$ cat src/design/cp0_pkg.sv
package cp0_pkg;

    // TLB geometry
    localparam int NR_TLB_ENTRY = 8;
    localparam int TLB_IDX_W    = 3;
    localparam int VPN2_W       = 19;
    localparam int ASID_W       = 8;
    localparam int PFN_W        = 20;

    // register numbers, sel 0 only
    localparam logic [4:0] REG_INDEX    = 5'd0;
    localparam logic [4:0] REG_RANDOM   = 5'd1;
    localparam logic [4:0] REG_ENTRYLO0 = 5'd2;
    localparam logic [4:0] REG_ENTRYLO1 = 5'd3;
    localparam logic [4:0] REG_CONTEXT  = 5'd4;
    localparam logic [4:0] REG_WIRED    = 5'd6;
    localparam logic [4:0] REG_BADVADDR = 5'd8;
    localparam logic [4:0] REG_ENTRYHI  = 5'd10;
    localparam logic [4:0] REG_STATUS   = 5'd12;
    localparam logic [4:0] REG_CAUSE    = 5'd13;
    localparam logic [4:0] REG_EPC      = 5'd14;
    localparam logic [4:0] REG_ERREPC   = 5'd30;

    // Cause.ExcCode values
    localparam logic [4:0] EXC_MOD  = 5'd1;
    localparam logic [4:0] EXC_TLBL = 5'd2;
    localparam logic [4:0] EXC_TLBS = 5'd3;
    localparam logic [4:0] EXC_ADEL = 5'd4;
    localparam logic [4:0] EXC_ADES = 5'd5;
    localparam logic [4:0] EXC_SYS  = 5'd8;
    localparam logic [4:0] EXC_BP   = 5'd9;
    localparam logic [4:0] EXC_RI   = 5'd10;
    localparam logic [4:0] EXC_OV   = 5'd12;

    // exception vectors
    localparam logic [31:0] BEV_BASE       = 32'hbfc0_0200;
    localparam logic [31:0] NORMAL_BASE    = 32'h8000_0000;
    localparam logic [31:0] GENERAL_OFFSET = 32'h0000_0180;
    localparam logic [31:0] REFILL_OFFSET  = 32'h0000_0000;

    typedef struct packed {
        logic                  p;
        logic [30-TLB_IDX_W:0] rsvd;
        logic [TLB_IDX_W-1:0]  index;
    } index_t;

    typedef struct packed {
        logic [5:0]       rsvd;
        logic [PFN_W-1:0] pfn;
        logic [2:0]       c;
        logic             d;
        logic             v;
        logic             g;
    } entrylo_t;

    typedef struct packed {
        logic [VPN2_W-1:0] vpn2;
        logic [4:0]        rsvd;
        logic [ASID_W-1:0] asid;
    } entryhi_t;

    typedef struct packed {
        logic [2:0] rsvd0;
        logic       cu0;
        logic [4:0] rsvd1;
        logic       bev;
        logic [5:0] rsvd2;
        logic [7:0] im;
        logic [2:0] rsvd3;
        logic       um;
        logic       rsvd4;
        logic       erl;
        logic       exl;
        logic       ie;
    } status_t;

    typedef struct packed {
        logic       bd;
        logic [6:0] rsvd0;
        logic       iv;
        logic [6:0] rsvd1;
        logic [7:0] ip;
        logic       rsvd2;
        logic [4:0] exc_code;
        logic [1:0] rsvd3;
    } cause_t;

    typedef struct packed {
        logic [8:0]        pte_base;
        logic [VPN2_W-1:0] bad_vpn2;
        logic [3:0]        rsvd;
    } context_t;

    // one mtc0 word, viewed per target register
    typedef union packed {
        entrylo_t entrylo;
        entryhi_t entryhi;
        status_t  status;
        cause_t   cause;
        context_t ctx;
        index_t   index;
    } cp0_word_u;

    typedef struct packed {
        logic [VPN2_W-1:0] vpn2;
        logic [ASID_W-1:0] asid;
        logic              g;
        logic [PFN_W-1:0]  pfn0;
        logic              c0;
        logic              d0;
        logic              v0;
        logic [PFN_W-1:0]  pfn1;
        logic              c1;
        logic              d1;
        logic              v1;
    } tlb_entry_t;

    typedef struct packed {
        logic       mtc0_en;
        logic       tlbwi;
        logic       tlbwr;
        logic       tlbp;
        logic       tlbr;
        logic [4:0] reg_addr;
    } cp0_cmd_t;

    typedef struct packed {
        logic if_adel;
        logic if_tlbl;
        logic ex_adel;
        logic ex_ades;
        logic ex_tlbl;
        logic ex_tlbs;
        logic ex_tlbm;
        logic syscall;
        logic brk;
        logic ri;
        logic ov;
        logic eret;
        // qualifies if_tlbl/ex_tlbl/ex_tlbs as a refill miss
        logic tlb_refill;
    } exc_t;

    typedef struct packed {
        logic take_exc;
        logic do_eret;
        logic write_reg;
        logic tlb_write;
        logic use_random;
        logic tlb_probe;
        logic tlb_read;
    } cp0_action_t;

endpackage

$ cat src/design/cp0_control.sv
module cp0_control (
    input  logic                 clk,
    input  logic                 rst,
    input  cp0_pkg::cp0_cmd_t    cmd,
    input  cp0_pkg::exc_t        exc,
    output cp0_pkg::cp0_action_t action,
    output logic                 jump
);

    logic idle;
    logic exc_req;

    // held idle through reset, so no action leaks out
    always_ff @(posedge clk) begin
        if (rst) begin
            idle <= 1'b1;
        end else begin
            idle <= 1'b0;
        end
    end

    // eret and the refill qualifier are not faults by themselves
    assign exc_req = exc.if_adel | exc.if_tlbl | exc.ex_adel | exc.ex_ades
                   | exc.ex_tlbl | exc.ex_tlbs | exc.ex_tlbm | exc.syscall
                   | exc.brk | exc.ri | exc.ov;

    // fixed priority, everything below the winner is dropped
    always_comb begin
        action = '0;
        if (!idle) begin
            if (exc_req) begin
                action.take_exc = 1'b1;
            end else if (exc.eret) begin
                action.do_eret = 1'b1;
            end else if (cmd.mtc0_en) begin
                action.write_reg = 1'b1;
            end else if (cmd.tlbwi) begin
                action.tlb_write = 1'b1;
            end else if (cmd.tlbwr) begin
                action.tlb_write  = 1'b1;
                action.use_random = 1'b1;
            end else if (cmd.tlbp) begin
                action.tlb_probe = 1'b1;
            end else if (cmd.tlbr) begin
                action.tlb_read = 1'b1;
            end
        end
    end

    assign jump = action.take_exc | action.do_eret;

endmodule

$ cat src/design/cp0_regs.sv
module cp0_regs (
    input  logic                          clk,
    input  logic                          rst,
    input  cp0_pkg::cp0_action_t          action,
    input  logic [4:0]                    reg_addr,
    input  logic [31:0]                   mtc0_wdata,
    input  cp0_pkg::exc_t                 exc,
    input  logic [31:0]                   exc_pc,
    input  logic                          exc_bd,
    input  logic [31:0]                   mem_va,
    input  logic [4:0]                    exc_code,
    input  logic                          probe_hit,
    input  logic [cp0_pkg::TLB_IDX_W-1:0] probe_index,
    input  cp0_pkg::tlb_entry_t           read_entry,
    output logic [31:0]                   mfc0_rdata,
    output cp0_pkg::status_t              status,
    output logic [31:0]                   epc,
    output logic [31:0]                   errorepc,
    output cp0_pkg::entryhi_t             entryhi,
    output cp0_pkg::entrylo_t             entrylo0,
    output cp0_pkg::entrylo_t             entrylo1,
    output cp0_pkg::index_t               index,
    output logic [cp0_pkg::TLB_IDX_W-1:0] random
);
    import cp0_pkg::*;

    context_t             ctx;
    cause_t               cause;
    logic [TLB_IDX_W-1:0] wired;
    logic [31:0]          badvaddr;
    cp0_word_u            wd;
    logic [31:0]          badva_in;
    logic                 addr_fault;
    logic                 tlb_fault;

    assign wd = mtc0_wdata;

    // IF faults report the fetch pc, data faults the memory address
    assign badva_in   = (exc.if_adel | exc.if_tlbl) ? exc_pc : mem_va;
    assign tlb_fault  = exc.if_tlbl | exc.ex_tlbl | exc.ex_tlbs | exc.ex_tlbm;
    assign addr_fault = tlb_fault | exc.if_adel | exc.ex_adel | exc.ex_ades;

    always_comb begin
        case (reg_addr)
            REG_INDEX:    mfc0_rdata = index;
            REG_RANDOM:   mfc0_rdata = {{(32-TLB_IDX_W){1'b0}}, random};
            REG_ENTRYLO0: mfc0_rdata = entrylo0;
            REG_ENTRYLO1: mfc0_rdata = entrylo1;
            REG_CONTEXT:  mfc0_rdata = ctx;
            REG_WIRED:    mfc0_rdata = {{(32-TLB_IDX_W){1'b0}}, wired};
            REG_BADVADDR: mfc0_rdata = badvaddr;
            REG_ENTRYHI:  mfc0_rdata = entryhi;
            REG_STATUS:   mfc0_rdata = status;
            REG_CAUSE:    mfc0_rdata = cause;
            REG_EPC:      mfc0_rdata = epc;
            REG_ERREPC:   mfc0_rdata = errorepc;
            default:      mfc0_rdata = '0;
        endcase
    end

    always_ff @(posedge clk) begin
        if (rst) begin
            index    <= '0;
            random   <= TLB_IDX_W'(NR_TLB_ENTRY - 1);
            entrylo0 <= '0;
            entrylo1 <= '0;
            ctx      <= '0;
            wired    <= '0;
            badvaddr <= '0;
            entryhi  <= '0;
            status   <= '{default: '0, bev: 1'b1};
            cause    <= '0;
            epc      <= '0;
            errorepc <= '0;
        end else begin
            // free-running countdown, wraps at Wired
            random <= (random == wired) ? TLB_IDX_W'(NR_TLB_ENTRY - 1) : random - 1'b1;
            if (action.take_exc) begin
                // nested fault keeps the first EPC
                if (!status.exl) begin
                    epc      <= exc_bd ? exc_pc - 32'd4 : exc_pc;
                    cause.bd <= exc_bd;
                end
                status.exl     <= 1'b1;
                cause.exc_code <= exc_code;
                if (addr_fault) begin
                    badvaddr <= badva_in;
                end
                if (tlb_fault) begin
                    ctx.bad_vpn2 <= badva_in[31:13];
                    entryhi.vpn2 <= badva_in[31:13];
                end
            end else if (action.do_eret) begin
                if (status.erl) begin
                    status.erl <= 1'b0;
                end else begin
                    status.exl <= 1'b0;
                end
            end else if (action.write_reg) begin
                case (reg_addr)
                    REG_INDEX:    index.index <= wd.index.index;
                    REG_ENTRYLO0: entrylo0 <= '{rsvd: '0, pfn: wd.entrylo.pfn, c: wd.entrylo.c,
                                                d: wd.entrylo.d, v: wd.entrylo.v, g: wd.entrylo.g};
                    REG_ENTRYLO1: entrylo1 <= '{rsvd: '0, pfn: wd.entrylo.pfn, c: wd.entrylo.c,
                                                d: wd.entrylo.d, v: wd.entrylo.v, g: wd.entrylo.g};
                    REG_CONTEXT:  ctx.pte_base <= wd.ctx.pte_base;
                    REG_WIRED: begin
                        wired  <= mtc0_wdata[TLB_IDX_W-1:0];
                        random <= TLB_IDX_W'(NR_TLB_ENTRY - 1);
                    end
                    REG_ENTRYHI: begin
                        entryhi.vpn2 <= wd.entryhi.vpn2;
                        entryhi.asid <= wd.entryhi.asid;
                    end
                    REG_STATUS: begin
                        status.cu0 <= wd.status.cu0;
                        status.bev <= wd.status.bev;
                        status.im  <= wd.status.im;
                        status.um  <= wd.status.um;
                        status.erl <= wd.status.erl;
                        status.exl <= wd.status.exl;
                        status.ie  <= wd.status.ie;
                    end
                    REG_CAUSE: begin
                        // only the software interrupt bits are writable
                        cause.iv      <= wd.cause.iv;
                        cause.ip[1:0] <= wd.cause.ip[1:0];
                    end
                    REG_EPC:      epc <= mtc0_wdata;
                    REG_ERREPC:   errorepc <= mtc0_wdata;
                    default:      ;
                endcase
            end else if (action.tlb_probe) begin
                if (probe_hit) begin
                    index.index <= probe_index;
                    index.p     <= 1'b0;
                end else begin
                    index.p <= 1'b1;
                end
            end else if (action.tlb_read) begin
                // C comes back with the upper bits fixed at 2'b01
                entrylo0 <= '{rsvd: '0, pfn: read_entry.pfn0, c: {2'd1, read_entry.c0},
                              d: read_entry.d0, v: read_entry.v0, g: read_entry.g};
                entrylo1 <= '{rsvd: '0, pfn: read_entry.pfn1, c: {2'd1, read_entry.c1},
                              d: read_entry.d1, v: read_entry.v1, g: read_entry.g};
                entryhi.vpn2 <= read_entry.vpn2;
                entryhi.asid <= read_entry.asid;
            end
        end
    end

endmodule

$ cat src/design/cp0_top.sv
module cp0_top (
    input  logic                       clk,
    input  logic                       rst,
    input  cp0_pkg::cp0_cmd_t          cmd,
    input  logic [31:0]                mtc0_wdata,
    input  cp0_pkg::exc_t              exc,
    input  logic [31:0]                exc_pc,
    input  logic                       exc_bd,
    input  logic [31:0]                mem_va,
    input  logic [cp0_pkg::VPN2_W-1:0] lookup_vpn2,
    output logic [31:0]                mfc0_rdata,
    output logic                       jump,
    output logic [31:0]                jump_pc,
    output logic                       lookup_found,
    output cp0_pkg::tlb_entry_t        lookup_entry
);
    import cp0_pkg::*;

    cp0_action_t          action;
    logic [4:0]           exc_code;
    status_t              status;
    logic [31:0]          epc;
    logic [31:0]          errorepc;
    entryhi_t             entryhi;
    entrylo_t             entrylo0;
    entrylo_t             entrylo1;
    index_t               index;
    logic [TLB_IDX_W-1:0] random;
    logic                 probe_hit;
    logic [TLB_IDX_W-1:0] probe_index;
    tlb_entry_t           read_entry;

    cp0_control cp0_control_inst (
        .clk    (clk),
        .rst    (rst),
        .cmd    (cmd),
        .exc    (exc),
        .action (action),
        .jump   (jump)
    );

    exc_unit exc_unit_inst (
        .exc      (exc),
        .action   (action),
        .status   (status),
        .epc      (epc),
        .errorepc (errorepc),
        .exc_code (exc_code),
        .jump_pc  (jump_pc)
    );

    cp0_regs cp0_regs_inst (
        .clk         (clk),
        .rst         (rst),
        .action      (action),
        .reg_addr    (cmd.reg_addr),
        .mtc0_wdata  (mtc0_wdata),
        .exc         (exc),
        .exc_pc      (exc_pc),
        .exc_bd      (exc_bd),
        .mem_va      (mem_va),
        .exc_code    (exc_code),
        .probe_hit   (probe_hit),
        .probe_index (probe_index),
        .read_entry  (read_entry),
        .mfc0_rdata  (mfc0_rdata),
        .status      (status),
        .epc         (epc),
        .errorepc    (errorepc),
        .entryhi     (entryhi),
        .entrylo0    (entrylo0),
        .entrylo1    (entrylo1),
        .index       (index),
        .random      (random)
    );

    tlb_array tlb_array_inst (
        .clk          (clk),
        .rst          (rst),
        .action       (action),
        .entryhi      (entryhi),
        .entrylo0     (entrylo0),
        .entrylo1     (entrylo1),
        .index        (index),
        .random       (random),
        .lookup_vpn2  (lookup_vpn2),
        .probe_hit    (probe_hit),
        .probe_index  (probe_index),
        .read_entry   (read_entry),
        .lookup_found (lookup_found),
        .lookup_entry (lookup_entry)
    );

endmodule

$ cat src/design/exc_unit.sv
module exc_unit (
    input  cp0_pkg::exc_t        exc,
    input  cp0_pkg::cp0_action_t action,
    input  cp0_pkg::status_t     status,
    input  logic [31:0]          epc,
    input  logic [31:0]          errorepc,
    output logic [4:0]           exc_code,
    output logic [31:0]          jump_pc
);
    import cp0_pkg::*;

    logic [31:0] trap_base;
    logic [31:0] vec_offset;
    logic        refill;

    // highest-priority fault wins the code
    always_comb begin
        if (exc.if_adel | exc.ex_adel) begin
            exc_code = EXC_ADEL;
        end else if (exc.ex_ades) begin
            exc_code = EXC_ADES;
        end else if (exc.if_tlbl | exc.ex_tlbl) begin
            exc_code = EXC_TLBL;
        end else if (exc.ex_tlbs) begin
            exc_code = EXC_TLBS;
        end else if (exc.ex_tlbm) begin
            exc_code = EXC_MOD;
        end else if (exc.syscall) begin
            exc_code = EXC_SYS;
        end else if (exc.brk) begin
            exc_code = EXC_BP;
        end else if (exc.ri) begin
            exc_code = EXC_RI;
        end else begin
            exc_code = EXC_OV;
        end
    end

    assign refill     = exc.tlb_refill & (exc.if_tlbl | exc.ex_tlbl | exc.ex_tlbs);
    assign trap_base  = status.bev ? BEV_BASE : NORMAL_BASE;
    // refill vector only from a clean EXL
    assign vec_offset = (refill && !status.exl) ? REFILL_OFFSET : GENERAL_OFFSET;

    always_comb begin
        if (action.do_eret) begin
            jump_pc = status.erl ? errorepc : epc;
        end else if (action.take_exc) begin
            jump_pc = trap_base + vec_offset;
        end else begin
            jump_pc = '0;
        end
    end

endmodule

$ cat src/design/tlb_array.sv
module tlb_array (
    input  logic                          clk,
    input  logic                          rst,
    input  cp0_pkg::cp0_action_t          action,
    input  cp0_pkg::entryhi_t             entryhi,
    input  cp0_pkg::entrylo_t             entrylo0,
    input  cp0_pkg::entrylo_t             entrylo1,
    input  cp0_pkg::index_t               index,
    input  logic [cp0_pkg::TLB_IDX_W-1:0] random,
    input  logic [cp0_pkg::VPN2_W-1:0]    lookup_vpn2,
    output logic                          probe_hit,
    output logic [cp0_pkg::TLB_IDX_W-1:0] probe_index,
    output cp0_pkg::tlb_entry_t           read_entry,
    output logic                          lookup_found,
    output cp0_pkg::tlb_entry_t           lookup_entry
);
    import cp0_pkg::*;

    tlb_entry_t              entries [NR_TLB_ENTRY];
    tlb_entry_t              wr_entry;
    logic [TLB_IDX_W-1:0]    wr_idx;
    logic [NR_TLB_ENTRY-1:0] probe_match;
    logic [NR_TLB_ENTRY-1:0] lookup_match;
    logic [TLB_IDX_W-1:0]    lookup_idx;

    // global entries ignore the ASID
    function automatic logic entry_match(input tlb_entry_t e, input logic [VPN2_W-1:0] vpn2,
                                         input logic [ASID_W-1:0] asid);
        return (e.g || e.asid == asid) && e.vpn2 == vpn2;
    endfunction

    // at most one entry should match, so OR-ing the indices is enough
    function automatic logic [TLB_IDX_W-1:0] match_idx(input logic [NR_TLB_ENTRY-1:0] m);
        logic [TLB_IDX_W-1:0] idx;
        idx = '0;
        for (int i = 0; i < NR_TLB_ENTRY; i++) begin
            idx |= m[i] ? TLB_IDX_W'(i) : '0;
        end
        return idx;
    endfunction

    always_comb begin
        for (int i = 0; i < NR_TLB_ENTRY; i++) begin
            probe_match[i]  = entry_match(entries[i], entryhi.vpn2, entryhi.asid);
            lookup_match[i] = entry_match(entries[i], lookup_vpn2, entryhi.asid);
        end
    end

    assign probe_hit    = |probe_match;
    assign probe_index  = match_idx(probe_match);
    assign lookup_found = |lookup_match;
    assign lookup_idx   = match_idx(lookup_match);
    assign lookup_entry = entries[lookup_idx];
    assign read_entry   = entries[index.index];

    assign wr_idx = action.use_random ? random : index.index;
    assign wr_entry = '{vpn2: entryhi.vpn2, asid: entryhi.asid,
                        g: entrylo0.g & entrylo1.g,
                        pfn0: entrylo0.pfn, c0: entrylo0.c[0], d0: entrylo0.d, v0: entrylo0.v,
                        pfn1: entrylo1.pfn, c1: entrylo1.c[0], d1: entrylo1.d, v1: entrylo1.v};

    always_ff @(posedge clk) begin
        if (rst) begin
            for (int i = 0; i < NR_TLB_ENTRY; i++) begin
                entries[i] <= '0;
            end
        end else if (action.tlb_write) begin
            entries[wr_idx] <= wr_entry;
        end
    end

endmodule
$ cat config.mk
export PLATFORM = sky130hd
export DESIGN_NAME = cp0_top
export DESIGN_NICKNAME = d
export VERILOG_FILES = /design/src/design/cp0_pkg.sv /design/src/design/cp0_control.sv /design/src/design/cp0_regs.sv /design/src/design/cp0_top.sv /design/src/design/exc_unit.sv /design/src/design/tlb_array.sv
export SDC_FILE = /design/constraint.sdc
export NUM_CORES = 2
export LEC_CHECK = 0
export ABC_AREA = 0
export BUFFER_PORTS_ARGS = -buffer_cell sky130_fd_sc_hd__buf_4
export CAP_MARGIN = 5
export CORE_ASPECT_RATIO = 0.9
export CORE_MARGIN = 2
export CORE_UTILIZATION = 42
export CTS_CLUSTER_SIZE = 25
export DETAILED_ROUTE_END_ITERATION = 8
export PLACE_DENSITY = 0.61
export SYNTH_ARGS = -nofsm -noshare
export SYNTH_HDL_FRONTEND = slang
export SYNTH_SLANG_ARGS = --single-unit
$ cat constraint.sdc
create_clock -name clk -period 9.49 [get_ports clk]
set_input_delay 0.4745 -clock clk [delete_from_list [all_inputs] [get_ports clk]]
set_output_delay 0.4745 -clock clk [all_outputs]
set_load 0.005 [all_outputs]
==> metrics.csv <==
metric,value,unit
status,"finished, final reports clean",
ys_seq_elements,831,
die-height,323,um
syn_inst,4269,
antenna_found_initial,16,
hp-class,in -> reg,
syn_avg_cell_area,11.2,um^2
cpPeakStageDelay,0.99,ns
dp_hpwl,125000,um
route.met2.wl,81600,um
met1Wirelength,78800,um
placedCellCount,5706,
ys_seq_area_share,47.4,%
cts_buffer_depth,3,
cp.arrival,5.68,ns
critPathKind,reg -> out,
clk_pin_slew_worst_paths,0.06,ns
cts_resized,0,
ctsHoldBuffers,0,
overflow,0,
clockRootBuffer,clkbuf_16,
cp_slowest_cell,buf_4,
yosysTopAreaCell,edfxtp_1,
worst_pin_slew,1.23,ns
synth_edf_count,592,
finClkSkew,0.0581,ns
postCtsSetupRepairBufs,0,
drt_pass1_iterations,9,
dp_slack,4.03,ns
min_period_over_period,64.8,%
syn2layout_area_growth,12.9,%
rsz0062_at_grt,false,
worst-path-max-fanout,78,
final.setup.tns,0,ns
total_power,8600,uW
synthTopCellsByCount,"592 x edfxtp_1, 337 x mux2i_1, 303 x and3_1",
first_iter_violations,5412,
synth-main-ff-cell,edfxtp_1,
core.rowCount,117,
synth_most_common_cell,edfxtp_1,
leakage,0.0217,uW
powerDensity,160,nW/um^2
die_w,359,um
crit_family,compound AO/OA/AOI/OAI gates,
max_freq,163,MHz
drv_slew,0,
drive_gt1_share,17.0,%
grt_max_degree,136,
routabilityCongestion,0.998,
fin_nets,4459,
grt_usage,32.2,%
synthDistinctLibCells,71,
synth_warnings,0,
irDropWorstVdd,139,uV
fin_cells,5885,
cts_tree,built,
synthTopCellsByArea,"edfxtp_1 37%, dfxtp_1 10%, mux2i_1 7.1%, mux4_2 7.0%, xor2_1 4.5%",
syn_area,47600,um^2
worst_slack,3.34,ns
postRouteAntennaNets,0,
async_flop_share,0,%
numClockSinks,831,
holdWs,0.0391,ns
io_buffers,280,
cp.required,9.02,ns
path_buf_inv,2,
drv_cap,0,
numCtsBuffers,95,
grt_pass1_vias,35800,
wl_met3,24300,um
finalSetupViolCount,0,
finalHoldViolations,0,
coreArea,113000,um^2
wirelength,192000,um
vias,37900,
critPathCaptureType,output port,
post_drt_via_cell_ratio,6.44,
relSlewSlack,17.7,%
path_cells,"xor2_1, nor4_1, a21oi_1, or3_1, o2111a_4, buf_4, mux2i_1, a211oi_1, buf_4",
h-tree-depth,3,
cp-start-kind,register,
wl_per_cell,32.6,um
path_common_cell,buf_4,
grt_pass1_wl,271000,um
clock_latency,0.71,ns
drc,0,
io_pins,281,
syn-num-nets,4412,
start_util,42.2,%
highest_layer,met5,
final.fill_count,10200,
synth_top_cell_area_share,37.3,%
die_area,116000,um^2
min_period,6.15,ns
cell usage in the layout (no fill, tap or decap), types with 15 or more instances in the layout:
master / count
clkbuf_16: 98
a311oi_1: 16
clkbuf_1: 15
dfxtp_1: 235
mux4_2: 148
clkinv_2: 26
nor2_1: 240
nor4_1: 68
nand3_1: 57
a222oi_1: 24
and2_1: 300
a21oi_1: 157
buf_4: 362
nand4_1: 40
edfxtp_1: 592
xnor2_1: 156
nor3_1: 27
o21ai_0: 39
a22o_1: 83
a221oi_1: 24
nand2_1: 206
o211ai_1: 16
xor2_1: 242
mux2i_1: 337
mux2_2: 18
a22oi_1: 70
a211oi_1: 264
nor2b_1: 75
and3_1: 302
sequential cells by signal, indices dropped and copies added, names as in the netlist, named ones only:
register and count:
cp0_regs_inst.epc 32, cp0_regs_inst.entryhi 27, cp0_regs_inst.entrylo0 26, cp0_control_inst.idle 1, cp0_regs_inst.errorepc 32, cp0_regs_inst.entrylo1 26, cp0_regs_inst.status 14, cp0_regs_inst.wired 3
cp0_regs_inst.index 4, cp0_regs_inst.ctx 28, cp0_regs_inst.cause 8, cp0_regs_inst.random 3, tlb_array_inst.entries 592, cp0_regs_inst.badvaddr 32
power by group:
part	internal (uW)	total, uW	switching (uW)	leakage (uW)
Sequential	4000	4120	128	0.00806
Combinational	257	701	444	0.0120
Clock	2160	3780	1620	0.00156
Total	6420	8600	2190	0.0217
worst paths after layout:
| check | start | end | slack, ns | cells past startpoint |
|---|---|---|---|---|
| worst max-delay path | cp0_regs_inst.entryhi[0]$_SDFFE_PP0P_ | lookup_entry[40] | 3.34 | 9 |
| worst min-delay path | mem_va[1] | cp0_regs_inst.badvaddr[1]$_SDFFE_PP0P_ | 0.04 | 3 |
| worst max register to register | cp0_control_inst.idle$_DFF_P_ | tlb_array_inst.entries[4][32]$_SDFFCE_PN0P_ | 4.58 | 9 |
| worst min register to register | cp0_regs_inst.status[13]$_SDFFE_PP0P_ | cp0_regs_inst.status[13]$_SDFFE_PP0P_ | 0.45 | 2 |
metrics by stage:
step	utilization (%)	cell area, um^2
after global placement	44.9	50600
after global routing	47.7	53800
final	47.7	53800
after CTS	47.7	53800
after floorplan	-	47600
after detailed placement	44.9	50600
cells by family after synthesis:
kind of cell             after synthesis  synth area share, %
AO/OA/AOI/OAI                        725                 10.9
flip-flops                           831                 47.4
multiplexers                         503                 14.5
XOR/XNOR                             398                 7.32
buffers and inverters                427                 4.09
AND/OR/NAND/NOR                     1383                 15.7
adder cells (fa/ha/maj)                2               0.0525
routing by layer:
metal	vias to the layer above	global-route usage [%]
met2	2545	47.6
met5	-	0
met3	351	8.94
li1	16100	-
met1	18900	45.3
met4	12	11.4
tightest hold or removal path: cells and delay by family:
family | cells | cell delay [ns]
compound gates | 1 | 0.07
buf+inv | 1 | 0.11
simple gates | 1 | 0.05
area by class of cell:
cell class	count	area, um^2	area share [%]
clock inverters	54	526	0.977
flip-flops and latches	831	22600	42.0
multi-input cells	3011	23400	43.4
repair buffers	365	2770	5.15
inverters	12	45.0	0.0838
well taps	1487	1860	3.46
diodes	3	7.51	0.0140
clock buffers	122	2630	4.90
Note: power is estimated with default switching activity, not from simulation.
